`src/sys_pkg.sv`:
```
package sys_pkg;

    // bus and memory widths
    typedef logic [15:0] addr_t;      // cpu address
    typedef logic [7:0]  byte_t;      // data byte
    typedef logic [11:0] mem_addr_t;  // 4k rom/ram word address

    // multicycle cpu states
    typedef enum logic [2:0] {
        RESET_LO,   // read vector low byte
        RESET_HI,   // read vector high byte
        FETCH,      // opcode on rdata
        OPERAND1,   // first operand byte on rdata
        OPERAND2,   // second operand byte on rdata
        READ,       // absolute data on rdata
        WRITE,      // store strobe out
        BRANCH      // load branch target
    } cpu_state_t;

    // cpu bus, driven by the core only
    typedef struct packed {
        addr_t addr;
        byte_t wdata;
        logic  we;    // one enabled cycle wide
    } cpu_bus_t;

    // i/o register map
    localparam addr_t IO_SW_LSB    = 16'h2000;
    localparam addr_t IO_SW_MSB    = 16'h2001;
    localparam addr_t IO_BTN       = 16'h2002;
    localparam addr_t IO_LED_LSB   = 16'h2010;
    localparam addr_t IO_LED_MSB   = 16'h2011;
    localparam addr_t IO_DISP0     = 16'h2020;
    localparam addr_t IO_DISP1     = 16'h2021;
    localparam addr_t IO_DISP2     = 16'h2022;
    localparam addr_t IO_DISP3     = 16'h2023;
    localparam addr_t IO_DISP_CTRL = 16'h2024;

    localparam addr_t RAM_BASE     = 16'he000;  // 4k window

endpackage

```
`src/basic_io.sv`:
```
module basic_io #(
    parameter int SCAN_DIV = 64  // enabled cycles per digit
) (
    input  logic              clk,
    input  logic              rst_n,
    input  logic              cpu_en,
    input  logic              io_sel,
    input  sys_pkg::cpu_bus_t bus,
    output sys_pkg::byte_t    rdata,
    input  logic [15:0]       sw,
    input  logic [4:0]        btn,
    output logic [15:0]       led,
    output logic [6:0]        seg,
    output logic              dp,
    output logic [3:0]        an
);
    import sys_pkg::*;

    localparam int CNT_W = (SCAN_DIV > 1) ? $clog2(SCAN_DIV) : 1;

    byte_t            led_lsb;
    byte_t            led_msb;
    byte_t            disp [4];   // {dp,seg}, active low
    byte_t            disp_ctrl;  // bit 0 enables scanning
    logic [CNT_W-1:0] scan_cnt;
    logic [1:0]       digit;

    // register writes, one per store strobe
    always_ff @(posedge clk or negedge rst_n) begin
        if (!rst_n) begin
            led_lsb   <= '0;
            led_msb   <= '0;
            disp_ctrl <= '0;
            for (int i = 0; i < 4; i++) begin
                disp[i] <= 8'hff;  // blank
            end
        end else if (cpu_en && io_sel && bus.we) begin
            case (bus.addr)
                IO_LED_LSB:   led_lsb   <= bus.wdata;
                IO_LED_MSB:   led_msb   <= bus.wdata;
                IO_DISP0:     disp[0]   <= bus.wdata;
                IO_DISP1:     disp[1]   <= bus.wdata;
                IO_DISP2:     disp[2]   <= bus.wdata;
                IO_DISP3:     disp[3]   <= bus.wdata;
                IO_DISP_CTRL: disp_ctrl <= bus.wdata;
                default:      led_lsb   <= led_lsb;  // read-only or unmapped
            endcase
        end
    end

    // read path clocked every clk, same latency as rom and ram
    always_ff @(posedge clk) begin
        case (bus.addr)
            IO_SW_LSB:    rdata <= sw[7:0];
            IO_SW_MSB:    rdata <= sw[15:8];
            IO_BTN:       rdata <= {3'd0, btn};
            IO_LED_LSB:   rdata <= led_lsb;
            IO_LED_MSB:   rdata <= led_msb;
            IO_DISP0:     rdata <= disp[0];
            IO_DISP1:     rdata <= disp[1];
            IO_DISP2:     rdata <= disp[2];
            IO_DISP3:     rdata <= disp[3];
            IO_DISP_CTRL: rdata <= disp_ctrl;
            default:      rdata <= '0;
        endcase
    end

    // digit scanner, parked on digit 0 while disabled
    always_ff @(posedge clk or negedge rst_n) begin
        if (!rst_n) begin
            scan_cnt <= '0;
            digit    <= '0;
        end else if (cpu_en) begin
            if (!disp_ctrl[0]) begin
                scan_cnt <= '0;
                digit    <= '0;
            end else if (scan_cnt == CNT_W'(SCAN_DIV - 1)) begin
                scan_cnt <= '0;
                digit    <= digit + 2'd1;  // wraps 3 -> 0
            end else begin
                scan_cnt <= scan_cnt + 1'b1;
            end
        end
    end

    assign led       = {led_msb, led_lsb};
    assign an        = disp_ctrl[0] ? ~(4'b0001 << digit) : 4'hf;  // one anode low
    assign {dp, seg} = disp[digit];

endmodule

```
`config.mk`:
```
export PLATFORM = sky130hd
export DESIGN_NAME = basic_io
export DESIGN_NICKNAME = d
export VERILOG_FILES = /design/src/sys_pkg.sv /design/src/basic_io.sv
export SDC_FILE = /design/constraint.sdc
export NUM_CORES = 1
export LEC_CHECK = 0
export ABC_AREA = 1
export BUFFER_PORTS_ARGS = -buffer_cell sky130_fd_sc_hd__buf_2
export CAP_MARGIN = 20
export CORE_MARGIN = 10
export CORE_UTILIZATION = 45
export CTS_BUF_LIST = sky130_fd_sc_hd__clkbuf_2 sky130_fd_sc_hd__clkbuf_4 sky130_fd_sc_hd__clkbuf_8
export DETAILED_ROUTE_END_ITERATION = 7
export HOLD_SLACK_MARGIN = 0.03
export PLACE_DENSITY = 0.7
export SYNTH_ARGS = -nofsm -noshare
export SYNTH_HDL_FRONTEND = slang
export SYNTH_SLANG_ARGS = --single-unit
```
`constraint.sdc`:
```
create_clock -name clk -period 1.5 [get_ports clk]
set_clock_uncertainty 0.2 [all_clocks]
set_input_delay 0 -clock clk [delete_from_list [all_inputs] [get_ports clk]]
set_output_delay 0 -clock clk [all_outputs]
set_load 0.005 [all_outputs]
```
* Word-level counts from Yosys, hierarchy flattened
Index checks and enable logic that the tools add are counted.
** Cells by class
- Bitwise operators :: 2
- Reduce and logical (&&, ||, !) cells :: 10
- Equal/unequal tests :: 12
- Shifts and indexed selects :: 1
- Muxes and demuxes :: 9
- $add $sub $neg :: 2
- Order comparisons :: 1
** Operators by type and width (count)
- 16-bit by 14-bit equality test with 1-bit output (second input constant) :: 10
- 8-bit case mux with 10 select lines :: 1
- 8-bit binary-select mux with 2-bit select :: 1
- 8-bit 2-to-1 mux :: 2
- 2-bit AND reduction :: 8
- 6-bit 2-to-1 mux :: 2
- 6-bit by 1-bit adder with 6-bit output (second input constant) :: 1
- 6-bit equality test (second input constant) :: 1
- 2-bit 2-to-1 mux :: 2
- 4-bit 2-to-1 mux :: 1
- 4-bit NOT :: 1
- 1-bit by 2-bit << shifter with 4-bit output (first input constant) :: 1
- 3-bit greater-or-equal comparator (second input constant) :: 1
- 2-bit NOT with 3-bit output :: 1
- 2-bit by 1-bit adder with 2-bit output (second input constant) :: 1
- 1-bit logical AND :: 2
- 2-bit by 1-bit inequality test with 1-bit output (second input constant) :: 1
** Word-level totals
- Output and inout bits :: 36
- Bits of input ports :: 50
- Logic and storage cells :: 47
- Flip-flop bits (word level) :: 72

* Longest topological paths before layout
- Depth in word-level cells :: 4
- Depth in mapped cells :: 11
- Mapped depth without buffers :: 8

* Worst setup path after synthesis
No wires, ideal clock.
- Kind :: reg2reg
- From :: reg scan_cnt[0]
- To :: reg digit[0]
- Data arrival time :: 1295 ps
- Library setup time :: 83 ps
- Cell stages (with the launch flop) :: 8
- Required time :: 1217 ps
- Setup slack :: -78 ps
- Clock period less this slack :: 1578 ps
- Buffers on the path :: 0
- Cells stage by stage :: dfrtp_1 -> ha_1 -> nand2_1 -> o21ai_0 -> o21ai_0 -> nor2_1 -> nand3_1 -> o21ai_0
** On the way
- Word-level cells in the longest chain between the ends :: 3
** Ends and longest elaborated chain
- start, declared :: RTL line basic_io.sv:25 : logic [CNT_W-1:0] scan_cnt;
- start signal, assigned :: RTL line basic_io.sv:81 : scan_cnt <= scan_cnt + 1'b1;
- 6-bit equality test :: RTL line basic_io.sv:77 : end else if (scan_cnt == CNT_W'(SCAN_DIV - 1)) begin
- 2-bit by 1-bit inequality test with 1-bit output (no source line)
- 2-bit AND reduction (no source line)
- end signal, assigned :: RTL line basic_io.sv:79 : digit <= digit + 2'd1;
- end, declared :: RTL line basic_io.sv:26 : logic [1:0] digit;
No other way between the ends.
A chain may end at the register's enable or synchronous reset.

* Final worst setup path
- From :: reg digit[0]
- To :: out seg[3]
** On the way
- Word-level cells in the longest chain between the ends :: 4
** Ends and longest elaborated chain
- 2-bit NOT with 3-bit output (implied by the code) :: RTL line basic_io.sv:88 : assign {dp, seg} = disp[digit];
- 8-bit binary-select mux with 2-bit select :: RTL line basic_io.sv:88
- 8-bit 2-to-1 mux (implied by the code) (2 in a row) :: RTL line basic_io.sv:88
- end, declared :: RTL line basic_io.sv:13 : output logic [6:0] seg,
No other way between the ends. The select of a mux whose other input is x is not followed.

==> flow_metrics.tcl <==
set metrics [dict create \
    seq_area_mm2 0.00180 \
    syn_inst 494 \
    hpwl_um 9580 \
    synth_top_family_by_area "simple AND/OR/NAND/NOR gates" \
    clkSinkCount 72 \
    nNetsFinal 684 \
    ir_worst_vdd_mv 0.421 \
    fin_util 0.619 \
    cts_root_buf "clkbuf_8" \
    ys_ff_latch 72 \
    critPathRequiredTime_ps 1300 \
    vias 4031 \
    gp_congestion 0.895 \
    area_growth_pct 33.4 \
    cp-end-kind "output port" \
    insertion_delay_ps 350 \
    fp-row-count 35 \
    powerDensity_mw_per_mm2 735 \
    syn_nets 549 \
    die_w_um 118 \
    synthXorXnorAreaFrac 0.00409 \
    postRouteAntennaNets 0 \
    synthMuxAreaShare 0 \
    hold_depth 5 \
    crit_path_max_fanout 5 \
    reg2reg_depth 7 \
    reg2reg_from "scan_cnt[1]$_DFFE_PN0P_" \
    synth_compound_area_frac 0.141 \
    synthDistinctLibCells 31 \
    relSlewSlack 0.655 \
    diodes 0 \
    cts_tree "yes" \
    wl_per_cell_um 17.6 \
    hp-start "bus[9]" \
    startpoint "digit[0]$_DFFE_PN0P_" \
    grt_pass1_vias 3771 \
    p_leak_nw 2.84 \
    reg2reg_slack_ps -20 \
    max-cap-violations 0 \
    dp_cells 699 \
    dp_slack_ps -113 \
    cts_buffers 9 \
    final_cell_mix "nand2_1 (105), buf_2 (84), nand3_1 (61)" \
    drt-pass1-iter-count 5 \
    fillers 761 \
    yosysWarnings 0 \
    synth.avg_cell_area_um2 8.67 \
    setup_violations 62 \
    yosys.area_share.adder 0.0146 \
    fmax_mhz 602 \
    criticalPathCategory "reg -> out" \
    r2r-end "digit[0]$_DFFE_PN0P_" \
    tightest_slew_ps 517 \
    path_clk_slew_ps 80 \
    die-area_mm2 0.0138 \
    dpl-instance-area_mm2 0.00481 \
    grt_max_degree 65 \
    stdcell_area_mm2 0.00572 \
    final_cells 763 \
    routed_wl_um 13400 \
    clock_path_buffers 2 \
    outcome "finished, violations left" \
    maxSlewViolCount 0 \
    finalCriticalPeriod_ps 1660 \
    mostFrequentLayoutCell "nand2_1" \
    startpoint_type "flip-flop" \
    rsz0062_at_grt "yes" \
    hold_viol 0 \
    seq_area_frac_synth 0.421 \
    grt_pass1_wl_um 20900 \
    drive_gt1_frac 0.429 \
    fin_crit_sh 1.11 \
    initial_core_util 0.464 \
    fin_ws_ps -160 \
    cts-htree-levels 3 \
    drc 0 \
    cp.arrival_ps 1460 \
    post_synth_and_or_nand_nor_area_fraction 0.343 \
    multiInputGateArea_mm2 0.00230 \
    viasPerCell 5.28 \
    synthesis.area_mm2 0.00428 \
    hold_end "led_msb[3]$_DFFE_PN0P_" \
    antenna_found_initial 0 \
    die-height_um 118 \
    ios 86 \
    drt_iter0_drc 360 \
    io_buffers 85 \
    grt_usage 0.187 \
    violations "setup timing" \
    hp-class "in -> reg" \
    core_area_mm2 0.00924 \
    grt_remaining_overflow 0 \
]
-- power by group --
part	leakage, nW	internal (mW)	switching [mW]	total (mW)
combinational	1.87	0.132	0.187	0.320
clock	0.130	1.19	0.748	1.94
sequential	0.840	1.94	0.000171	1.94
-- area by class of cell --
type,count,share of cell area
multi-input combinational,368,0.402
tap,129,0.0282
clock inverter,5,0.0177
timing repair buffer,145,0.187
sequential,72,0.315
inverter,33,0.0230
clock buffer,11,0.0265
-- critical path, stage by stage (launching register included) --
cell       delay (ps)
dfrtp_1           420
inv_4             140
clkbuf_16         160
o21ai_0            70
o22ai_1           170
buf_2             160
-- what timing repair did --
action / in CTS / in global routing
setup buffers: 0 / 12
hold buffers: 32 / 1
resized for setup: 19 / 43
pin swaps: 2 / 16
setup endpoints to repair: 18 / 74
gates cloned: 0 / 4
hold endpoints to repair: 136 / 8
-- cell usage after synthesis --
cell	count	share of area
dfrtp_1	32	0.19
o21ai_1	17	0.020
nand2_1	108	0.095
nor2_4	3	0.0079
nand4_4	1	0.0050
buf_12	2	0.0093
nand2_2	3	0.0044
nor2_1	44	0.039
inv_4	1	0.0015
nor2_2	5	0.0073
inv_2	4	0.0035
ha_1	5	0.015
o22ai_1	6	0.0088
dfxtp_1	8	0.037
nand3_1	64	0.075
nor2_8	7	0.033
o21ai_2	39	0.080
buf_4	1	0.0018
buf_2	5	0.0058
nand3_2	8	0.019
nand3_4	7	0.029
nand2_4	2	0.0053
nor3_1	2	0.0023
dfstp_2	32	0.20
nand4_1	16	0.023
inv_1	28	0.025
clkbuf_1	4	0.0035
buf_6	10	0.026
xnor2_1	2	0.0041
a21oi_1	5	0.0058
o21ai_0	23	0.027
-- metal layers --
layer | GRT usage | wire, µm | vias up
met5 | 0 | 0 | -
met1 | 0.250 | 5770 | 1901
met4 | 0.0541 | 231 | 0
li1 | - | - | 1949
met3 | 0.0460 | 985 | 17
met2 | 0.292 | 6430 | 164
-- sequential cells by signal, indices dropped and copies added, names as in the netlist --
register and cells:
led_msb 8, disp_ctrl 8, scan_cnt 6, rdata 8, led_lsb 8, digit 2, disp 32
-- per-stage QoR --
| stage | TNS, ps | total power [mW] | hold slack [ps] |
|---|---|---|---|
| floorplan | 0 | 2.07 | -496 |
| global placement | 0 | 2.22 | -169 |
| detailed placement | -490 | 2.22 | -156 |
| CTS | -5040 | 4.23 | 0.868 |
| global route | -9890 | 4.36 | 41.8 |
| finish | -3910 | 4.20 | 14.7 |
-- how the worst max path moves through the flow --
stage	to	slack, ps
after global placement	digit[1]$_DFFE_PN0P_	20
after CTS	seg[5]	-160
after floorplan	digit[1]$_DFFE_PN0P_	10
after detailed placement	digit[0]$_DFFE_PN0P_	-110
final	seg[3]	-160
after global routing	seg[2]	-230
-- cells by family after synthesis --
group / after synthesis
AOI/OAI and AO/OA: 90
xor gates and xnor gates: 2
adders and majority gates: 5
buffers and inverters: 55
DFF: 72
and+or+nand+nor: 270
No activity file was read; power rests on OpenSTA's default activity.
