`src/sys_pkg.sv`:
```
package sys_pkg;

    // bus and memory widths
    typedef logic [15:0] addr_t;      // cpu address
    typedef logic [7:0]  byte_t;      // data byte
    typedef logic [11:0] mem_addr_t;  // 4k rom/ram word address

    // multicycle cpu states
    typedef enum logic [2:0] {
        RESET_LO,   // read vector low byte
        RESET_HI,   // read vector high byte
        FETCH,      // opcode on rdata
        OPERAND1,   // first operand byte on rdata
        OPERAND2,   // second operand byte on rdata
        READ,       // absolute data on rdata
        WRITE,      // store strobe out
        BRANCH      // load branch target
    } cpu_state_t;

    // cpu bus, driven by the core only
    typedef struct packed {
        addr_t addr;
        byte_t wdata;
        logic  we;    // one enabled cycle wide
    } cpu_bus_t;

    // i/o register map
    localparam addr_t IO_SW_LSB    = 16'h2000;
    localparam addr_t IO_SW_MSB    = 16'h2001;
    localparam addr_t IO_BTN       = 16'h2002;
    localparam addr_t IO_LED_LSB   = 16'h2010;
    localparam addr_t IO_LED_MSB   = 16'h2011;
    localparam addr_t IO_DISP0     = 16'h2020;
    localparam addr_t IO_DISP1     = 16'h2021;
    localparam addr_t IO_DISP2     = 16'h2022;
    localparam addr_t IO_DISP3     = 16'h2023;
    localparam addr_t IO_DISP_CTRL = 16'h2024;

    localparam addr_t RAM_BASE     = 16'he000;  // 4k window

endpackage

```
`src/cpu_core.sv`:
```
module cpu_core (
    input  logic             clk,
    input  logic             rst_n,
    input  logic             cpu_en,  // half-rate step enable
    output sys_pkg::cpu_bus_t bus,
    input  sys_pkg::byte_t    rdata
);
    import sys_pkg::*;

    // supported opcodes, anything else is a 1-byte nop
    localparam byte_t OP_LDA_IMM = 8'ha9;
    localparam byte_t OP_LDA_ABS = 8'had;
    localparam byte_t OP_STA_ABS = 8'h8d;
    localparam byte_t OP_ADC_IMM = 8'h69;
    localparam byte_t OP_ADC_ABS = 8'h6d;
    localparam byte_t OP_EOR_IMM = 8'h49;
    localparam byte_t OP_CLC     = 8'h18;
    localparam byte_t OP_JMP_ABS = 8'h4c;
    localparam byte_t OP_BEQ     = 8'hf0;
    localparam byte_t OP_BNE     = 8'hd0;

    localparam addr_t RESET_VEC  = 16'hfffc;

    cpu_state_t state;
    byte_t      acc;
    addr_t      pc;        // address of the byte now on the bus during fetch
    addr_t      operand;   // abs low byte or branch target
    byte_t      opcode;
    logic       z_flag;
    logic       c_flag;

    addr_t      pc_inc;
    addr_t      abs_target;
    logic [8:0] sum;
    byte_t      alu_res;
    logic       alu_c;
    logic       br_taken;

    assign pc_inc     = pc + 16'd1;
    assign abs_target = {rdata, operand[7:0]};  // high byte arrives last

    // alu works on the byte currently on rdata
    always_comb begin
        sum     = {1'b0, acc} + {1'b0, rdata} + {8'd0, c_flag};
        alu_res = acc;
        alu_c   = c_flag;
        case (opcode)
            OP_LDA_IMM, OP_LDA_ABS: alu_res = rdata;
            OP_ADC_IMM, OP_ADC_ABS: begin
                alu_res = sum[7:0];
                alu_c   = sum[8];  // carry out
            end
            OP_EOR_IMM: alu_res = acc ^ rdata;
            default:    alu_res = acc;
        endcase
    end

    assign br_taken = (opcode == OP_BEQ) ? z_flag : !z_flag;

    always_ff @(posedge clk or negedge rst_n) begin
        if (!rst_n) begin
            state     <= RESET_LO;
            bus.addr  <= RESET_VEC;  // vector low byte first
            bus.wdata <= '0;
            bus.we    <= 1'b0;
            pc        <= '0;
            acc       <= '0;
            operand   <= '0;
            opcode    <= '0;
            z_flag    <= 1'b0;
            c_flag    <= 1'b0;
        end else if (cpu_en) begin
            case (state)
                RESET_LO: begin
                    pc[7:0]  <= rdata;
                    bus.addr <= RESET_VEC + 16'd1;
                    state    <= RESET_HI;
                end
                RESET_HI: begin
                    pc       <= {rdata, pc[7:0]};
                    bus.addr <= {rdata, pc[7:0]};
                    state    <= FETCH;
                end
                FETCH: begin
                    pc       <= pc_inc;
                    bus.addr <= pc_inc;
                    case (rdata)
                        OP_CLC: c_flag <= 1'b0;  // single cycle
                        OP_LDA_IMM, OP_ADC_IMM, OP_EOR_IMM,
                        OP_LDA_ABS, OP_ADC_ABS, OP_STA_ABS,
                        OP_JMP_ABS, OP_BEQ, OP_BNE: begin
                            opcode <= rdata;
                            state  <= OPERAND1;
                        end
                        default: state <= FETCH;  // unknown, skip one byte
                    endcase
                end
                OPERAND1: begin
                    case (opcode)
                        OP_LDA_IMM, OP_ADC_IMM, OP_EOR_IMM: begin
                            acc      <= alu_res;
                            z_flag   <= (alu_res == 8'd0);
                            c_flag   <= alu_c;
                            pc       <= pc_inc;
                            bus.addr <= pc_inc;
                            state    <= FETCH;
                        end
                        OP_BEQ, OP_BNE: begin
                            if (br_taken) begin
                                // offset relative to the next instruction
                                operand <= pc_inc + {{8{rdata[7]}}, rdata};
                                state   <= BRANCH;
                            end else begin
                                pc       <= pc_inc;
                                bus.addr <= pc_inc;
                                state    <= FETCH;
                            end
                        end
                        default: begin
                            operand[7:0] <= rdata;
                            pc           <= pc_inc;
                            bus.addr     <= pc_inc;
                            state        <= OPERAND2;
                        end
                    endcase
                end
                OPERAND2: begin
                    if (opcode == OP_JMP_ABS) begin
                        pc       <= abs_target;
                        bus.addr <= abs_target;
                        state    <= FETCH;
                    end else if (opcode == OP_STA_ABS) begin
                        pc        <= pc_inc;
                        bus.addr  <= abs_target;
                        bus.wdata <= acc;
                        bus.we    <= 1'b1;  // strobe for one enabled cycle
                        state     <= WRITE;
                    end else begin
                        pc       <= pc_inc;
                        bus.addr <= abs_target;  // data read next
                        state    <= READ;
                    end
                end
                READ: begin
                    acc      <= alu_res;
                    z_flag   <= (alu_res == 8'd0);
                    c_flag   <= alu_c;
                    bus.addr <= pc;
                    state    <= FETCH;
                end
                WRITE: begin
                    bus.we   <= 1'b0;
                    bus.addr <= pc;
                    state    <= FETCH;
                end
                BRANCH: begin
                    pc       <= operand;
                    bus.addr <= operand;
                    state    <= FETCH;
                end
                default: state <= FETCH;
            endcase
        end
    end

endmodule

```
`config.mk`:
```
export PLATFORM = sky130hd
export DESIGN_NAME = cpu_core
export DESIGN_NICKNAME = d
export VERILOG_FILES = /design/src/sys_pkg.sv /design/src/cpu_core.sv
export SDC_FILE = /design/constraint.sdc
export NUM_CORES = 1
export LEC_CHECK = 0
export BUFFER_PORTS_ARGS = -buffer_cell sky130_fd_sc_hd__buf_2
export CAP_MARGIN = 10
export CORE_MARGIN = 5
export CORE_UTILIZATION = 45
export DETAILED_ROUTE_END_ITERATION = 8
export MAX_ROUTING_LAYER = met4
export PLACE_DENSITY = 0.69
export SLEW_MARGIN = 20
export SYNTH_ARGS = -nofsm -noshare
export SYNTH_HDL_FRONTEND = slang
export SYNTH_SLANG_ARGS = --single-unit
```
`constraint.sdc`:
```
create_clock -name clk -period 2.65 [get_ports clk]
set_input_delay 0.53 -clock clk [delete_from_list [all_inputs] [get_ports clk]]
set_output_delay 0.53 -clock clk [all_outputs]
set_load 0.005 [all_outputs]
```
After elaboration in Yosys (flattened, before gate mapping). Cells that the tools add are included. W data, S select, Z words.

Add/sub/neg operators: 4. Multiply operators: 0. Div/mod/pow operators: 0. $lt $le $gt $ge: 0. Equal/unequal tests: 33. Shifts and indexed selects: 0. Multiplexer cells: 27. Bitwise gates (word level): 3. Reductions and logical operators: 26.

Operator list (count): $pmux W16 S7 (1); $eq A8 B8 Y1 const B (10); $pmux W8 S5 (2); $eq A8 B7 Y1 const B (8); $mux W16 (3); $pmux W8 S2 (2); $pmux W8 S3 (1); $reduce_and A4 Y1 (5); $add A16 B1 Y16 const B (1); $add A16 B16 Y16 (1); $mux W8 (2); $pmux W3 S5 (1); $eq A3 B3 Y1 const B (4); $pmux W3 S2 (2); $reduce_and A3 Y1 (4); $reduce_bool A5 Y1 (2); $add A8 B8 Y9 (1); $add A9 B1 Y9 (1); $reduce_or A9 Y1 (1); $eq A8 B5 Y1 const B (1); $logic_not A8 Y1 (1); $ne A2 B2 Y1 const B (4); $reduce_or A2 Y1 (4); $xor A8 B8 Y8 (1); other kinds (17) (30).

Register bits after elaboration: 78. Latch bits: 0. RAM bits: 0. Memory bits (read-only): 0. Input bits: 11. Output and inout bits: 25. Word-level logic and storage cells: 105. Memories kept: 0.

Depth between registers and ports, before layout.
Word-level depth: 6. Gate-level depth with buffers: 14. Mapped depth without buffers: 12.

Worst setup path before layout. No wires, ideal clock.

Kind: register to register. Start point: register pc[2]. End point: register operand[14]. Setup time: 128 ps. Arrival time: 2666 ps. Required time: 2522 ps. Slack: -144 ps. Cell stages (with the launch flop): 15. Path buffers: 2. Period minus slack after synthesis: 2794 ps. Cells stage by stage: dfrtp_1 clkbuf_1 and4_1 and2_1 buf_2 nand3_1 xnor2_1 ha_1 nand3_1 nor2_1 o31ai_1 a31oi_1 o41ai_1 mux2i_1 nand3_1.

Word-level cells in the longest chain between the ends: 2.

RTL lines: start, declared (line cpu_core.sv:26) `addr_t pc;`; start signal, assigned (line cpu_core.sv:75) `pc[7:0] <= rdata;`; start signal, assigned (line cpu_core.sv:80) `pc <= {rdata, pc[7:0]};`; start signal, assigned (line cpu_core.sv:85) `pc <= pc_inc;`; $add A16 B1 Y16 (line cpu_core.sv:39) `assign pc_inc = pc + 16'd1;`; $add A16 B16 Y16 (line cpu_core.sv:111) `operand <= pc_inc + {{8{rdata[7]}}, rdata};`; end signal, assigned (line cpu_core.sv:111); end, declared (line cpu_core.sv:27) `addr_t operand;`.

Every way passes these cells. A chain may end at the register's enable or synchronous reset.

Worst setup path after layout.
Start point: register pc[0]. End point: register operand[15].

The elaborated chain is that of the path after synthesis.

==> flow_summary.toml <==
[worst_setup_path]
required_ns = 2.88
slowest_stage = "dfrtp_1"
reg2regPathDepth = 13
critPathCaptureType = "register"
criticalPathCategory = "reg2reg"
path_cells = "buf_4 -> ha_4 -> and2_4 -> nand3_2 -> xnor2_2 -> ha_1 -> nand3_2 -> a21oi_2 -> a21oi_2 -> a31o_2 -> o2111ai_2 -> mux2i_1 -> nand2_1"
arrival_ns = 2.90
max_stage_delay_ns = 0.37
crit_path_start_kind = "register"
crit_fanout = 6

[synth]
syn_inst = 627
synth_top_area_cell = "dfrtp_1"
synth.avg_cell_area_sq_um = 8.79
syn_area_sq_mm = 0.00551
ys_async_sr_fraction = 1.00
synth_xor_area_frac = 0.0413
synth_top_family_by_area = "compound AO/OA/AOI/OAI gates"
synth_compound_area_frac = 0.247
synth_warnings = 0
ys_seq_elements = 78
yosys-top-cells-count = "69 x nand2_1, 64 x dfrtp_1, 58 x nor2_1"
seq_area_frac_synth = 0.357
synth_top_flop_cell = "dfrtp_1"
synth_edf_count = 0
synth_top_cells_by_area = "dfrtp_1 29%, dfstp_2 6.7%, ha_1 6.4%, nand2_1 4.7%, a21oi_1 4.4%"
yosysUniqueCellTypes = 66
syn-num-nets = 669
synth.most_common_cell = "nand2_1"
synth-simple-area-share = 0.193
synth_top_area_share = 0.291
muxShareOfSynthArea = 0.0515
synthAdderAreaFrac = 0.0745

[timing]
period_needed_ns = 2.67
relSlewSlack = 0.349
period_share = 1.01
rsz0062_at_grt = "true"
setup_ws_ns = -0.0225
setup_viol = 1
timing.hold.ws_ns = 0.133
drv_slew = 0
finalClockSkew_ns = 0.00808
finalHoldViolations = 0
setup_tns_ns = -0.0225
tightestPinTransition_ns = 0.970
clock.fmax_mhz = 374

[status]
violations = "negative setup slack"
status = "complete, but fails checks"

[clock_network]
clock-sinks = 78
root_buffer = "clkbuf_16"
clockBufferDepth = 2
clk_latency_ns = 0.35
htree_levels = 3
clk_pin_slew_ns = 0.06
cts_tree = "yes"
hold_buffers = 0
cts_buffers = 9

[layout]
area_growth_pct = 23.6
antenna_cells = 0
fin_area_sq_mm = 0.00681
fin_cells = 869
postLayoutCoreUtil = 0.567
nFillCells = 1074
drive_above_1_share = 0.284
nets = 759

[floorplanning]
die_area_sq_mm = 0.0146
dieWidth_microns = 121
start_util = 0.459
rows = 40
die_h_microns = 121
ioPinCount = 36
core_area_sq_mm = 0.0120

[global_routing]
antenna_found_initial = 0
grt_start_max_net_pins = 44
globalRouteOverflowTotal = 0
grtUsageTotal = 0.247
grt_pass1_wl_microns = 27900
grt_pass1_vias = 5470

[drt]
viasPerCell = 6.31
vias = 5484
routed_wl_microns = 17300
avgRoutedWirePerCell_microns = 19.9
drt_iter0_drc = 573
drc_errors = 0
drtAntennaViolNets = 0
drtPass1Iterations = 8

[flow_run]
maxCapViolCount = 0

[place]
placedCellCount = 846
dpl-instance-area_sq_mm = 0.00631
dp_slack_ns = -0.372
dpl.hpwl_microns = 12300
finalWeightedCongestion = 0.956
io_buffers = 35

[pwr]
leakage_nw = 3.09
totalPowerFinal_mw = 7.13
power_density_mw_per_mm2 = 1050
ir_drop_v = 0.000448

[min_path]
min_path_type = "in2async"
==> worst paths after layout <==
path	end	slack [ns]	startpoint
setup reg to reg	operand[15]	-0.02	pc[0]
max in group asynchronous	bus[22]	1.86	rst_n
hold / removal	acc[2]	0.13	rst_n
min in group clk	bus[9]	0.48	bus[9]
hold reg to reg	bus[9]	0.48	bus[9]
setup / recovery	operand[15]	-0.02	pc[0]
==> layout by cell type (no fill, tap or decap), drive strengths merged, types with 6 or more instances in the layout <==
cell type | netlist | layout
xnor2 | 16 | 16
nand4 | 8 | 8
a31oi | 11 | 11
nor2 | 60 | 60
ha | 28 | 28
a21oi | 48 | 48
xor2 | 10 | 10
inv | 13 | 14
nand2b | 11 | 11
a22oi | 18 | 18
a22o | 7 | 7
nor4 | 7 | 7
nand2 | 69 | 69
dfrtp | 64 | 64
a21o | 11 | 11
mux2i | 7 | 7
and2 | 6 | 6
nor3b | 8 | 8
buf | 10 | 114
nor3 | 11 | 11
nand3 | 10 | 10
o21ai | 49 | 49
clkbuf | 25 | 10
dfstp | 14 | 14
a222oi | 17 | 17
mux2 | 19 | 19
o31ai | 7 | 7
a221oi | 6 | 6
==> sequential cells by signal, summed over array words and instances (netlist names) <==
signal	cells
opcode	8
acc	8
z_flag	1
bus	25
operand	16
state	3
pc	16
c_flag	1
==> where the power goes <==
part           internal, mW  switching, mW  leakage, nW  total (mW)
Clock                 0.657          0.525        0.138        1.18
Combinational          1.82           2.17         1.97        3.99
Sequential             1.61          0.342        0.978        1.95
Total                  4.09           3.04         3.09        7.13
==> per-layer routing <==
layer,wire length [microns],GRT usage,share of wire,up-vias
met4,632,0.105,0.037,0
met3,1210,0.0421,0.070,54
met1,7280,0.314,0.42,2644
met2,8140,0.391,0.47,262
li1,-,-,-,2524
met5,0,-,0,-
==> critical path: cells and delay by family, from the launching register on <==
| kind | cells | cell delay [ns] |
|---|---|---|
| xor+xnor | 1 | 0.17 |
| fa+ha+maj | 2 | 0.49 |
| mux | 1 | 0.23 |
| flops | 1 | 0.37 |
| compound gates | 4 | 0.67 |
| simple gates | 4 | 0.49 |
| buf+inv | 1 | 0.14 |
==> logic make-up after synthesis <==
logic type	count (synthesis)
compound gates	204
xor+xnor	26
buf+inv	48
simple gates	214
fa+ha+maj	31
mux	26
flops	78
==> repair_timing <==
action,CTS,global route
setup endpoints to repair,8,9
gates resized for setup,17,21
setup buffers,3,4
pin swaps,4,10
==> area by class of cell <==
class	count	area, sq um	share of cell area
sequential	78	1970	0.289
multi-input combinational	501	3530	0.518
clock buffer	10	239	0.0351
tap	147	184	0.0270
clock inverter	6	36.3	0.00533
inverter	13	48.8	0.00716
timing repair buffer	114	808	0.119
No activity file was read; power rests on OpenSTA's default activity.
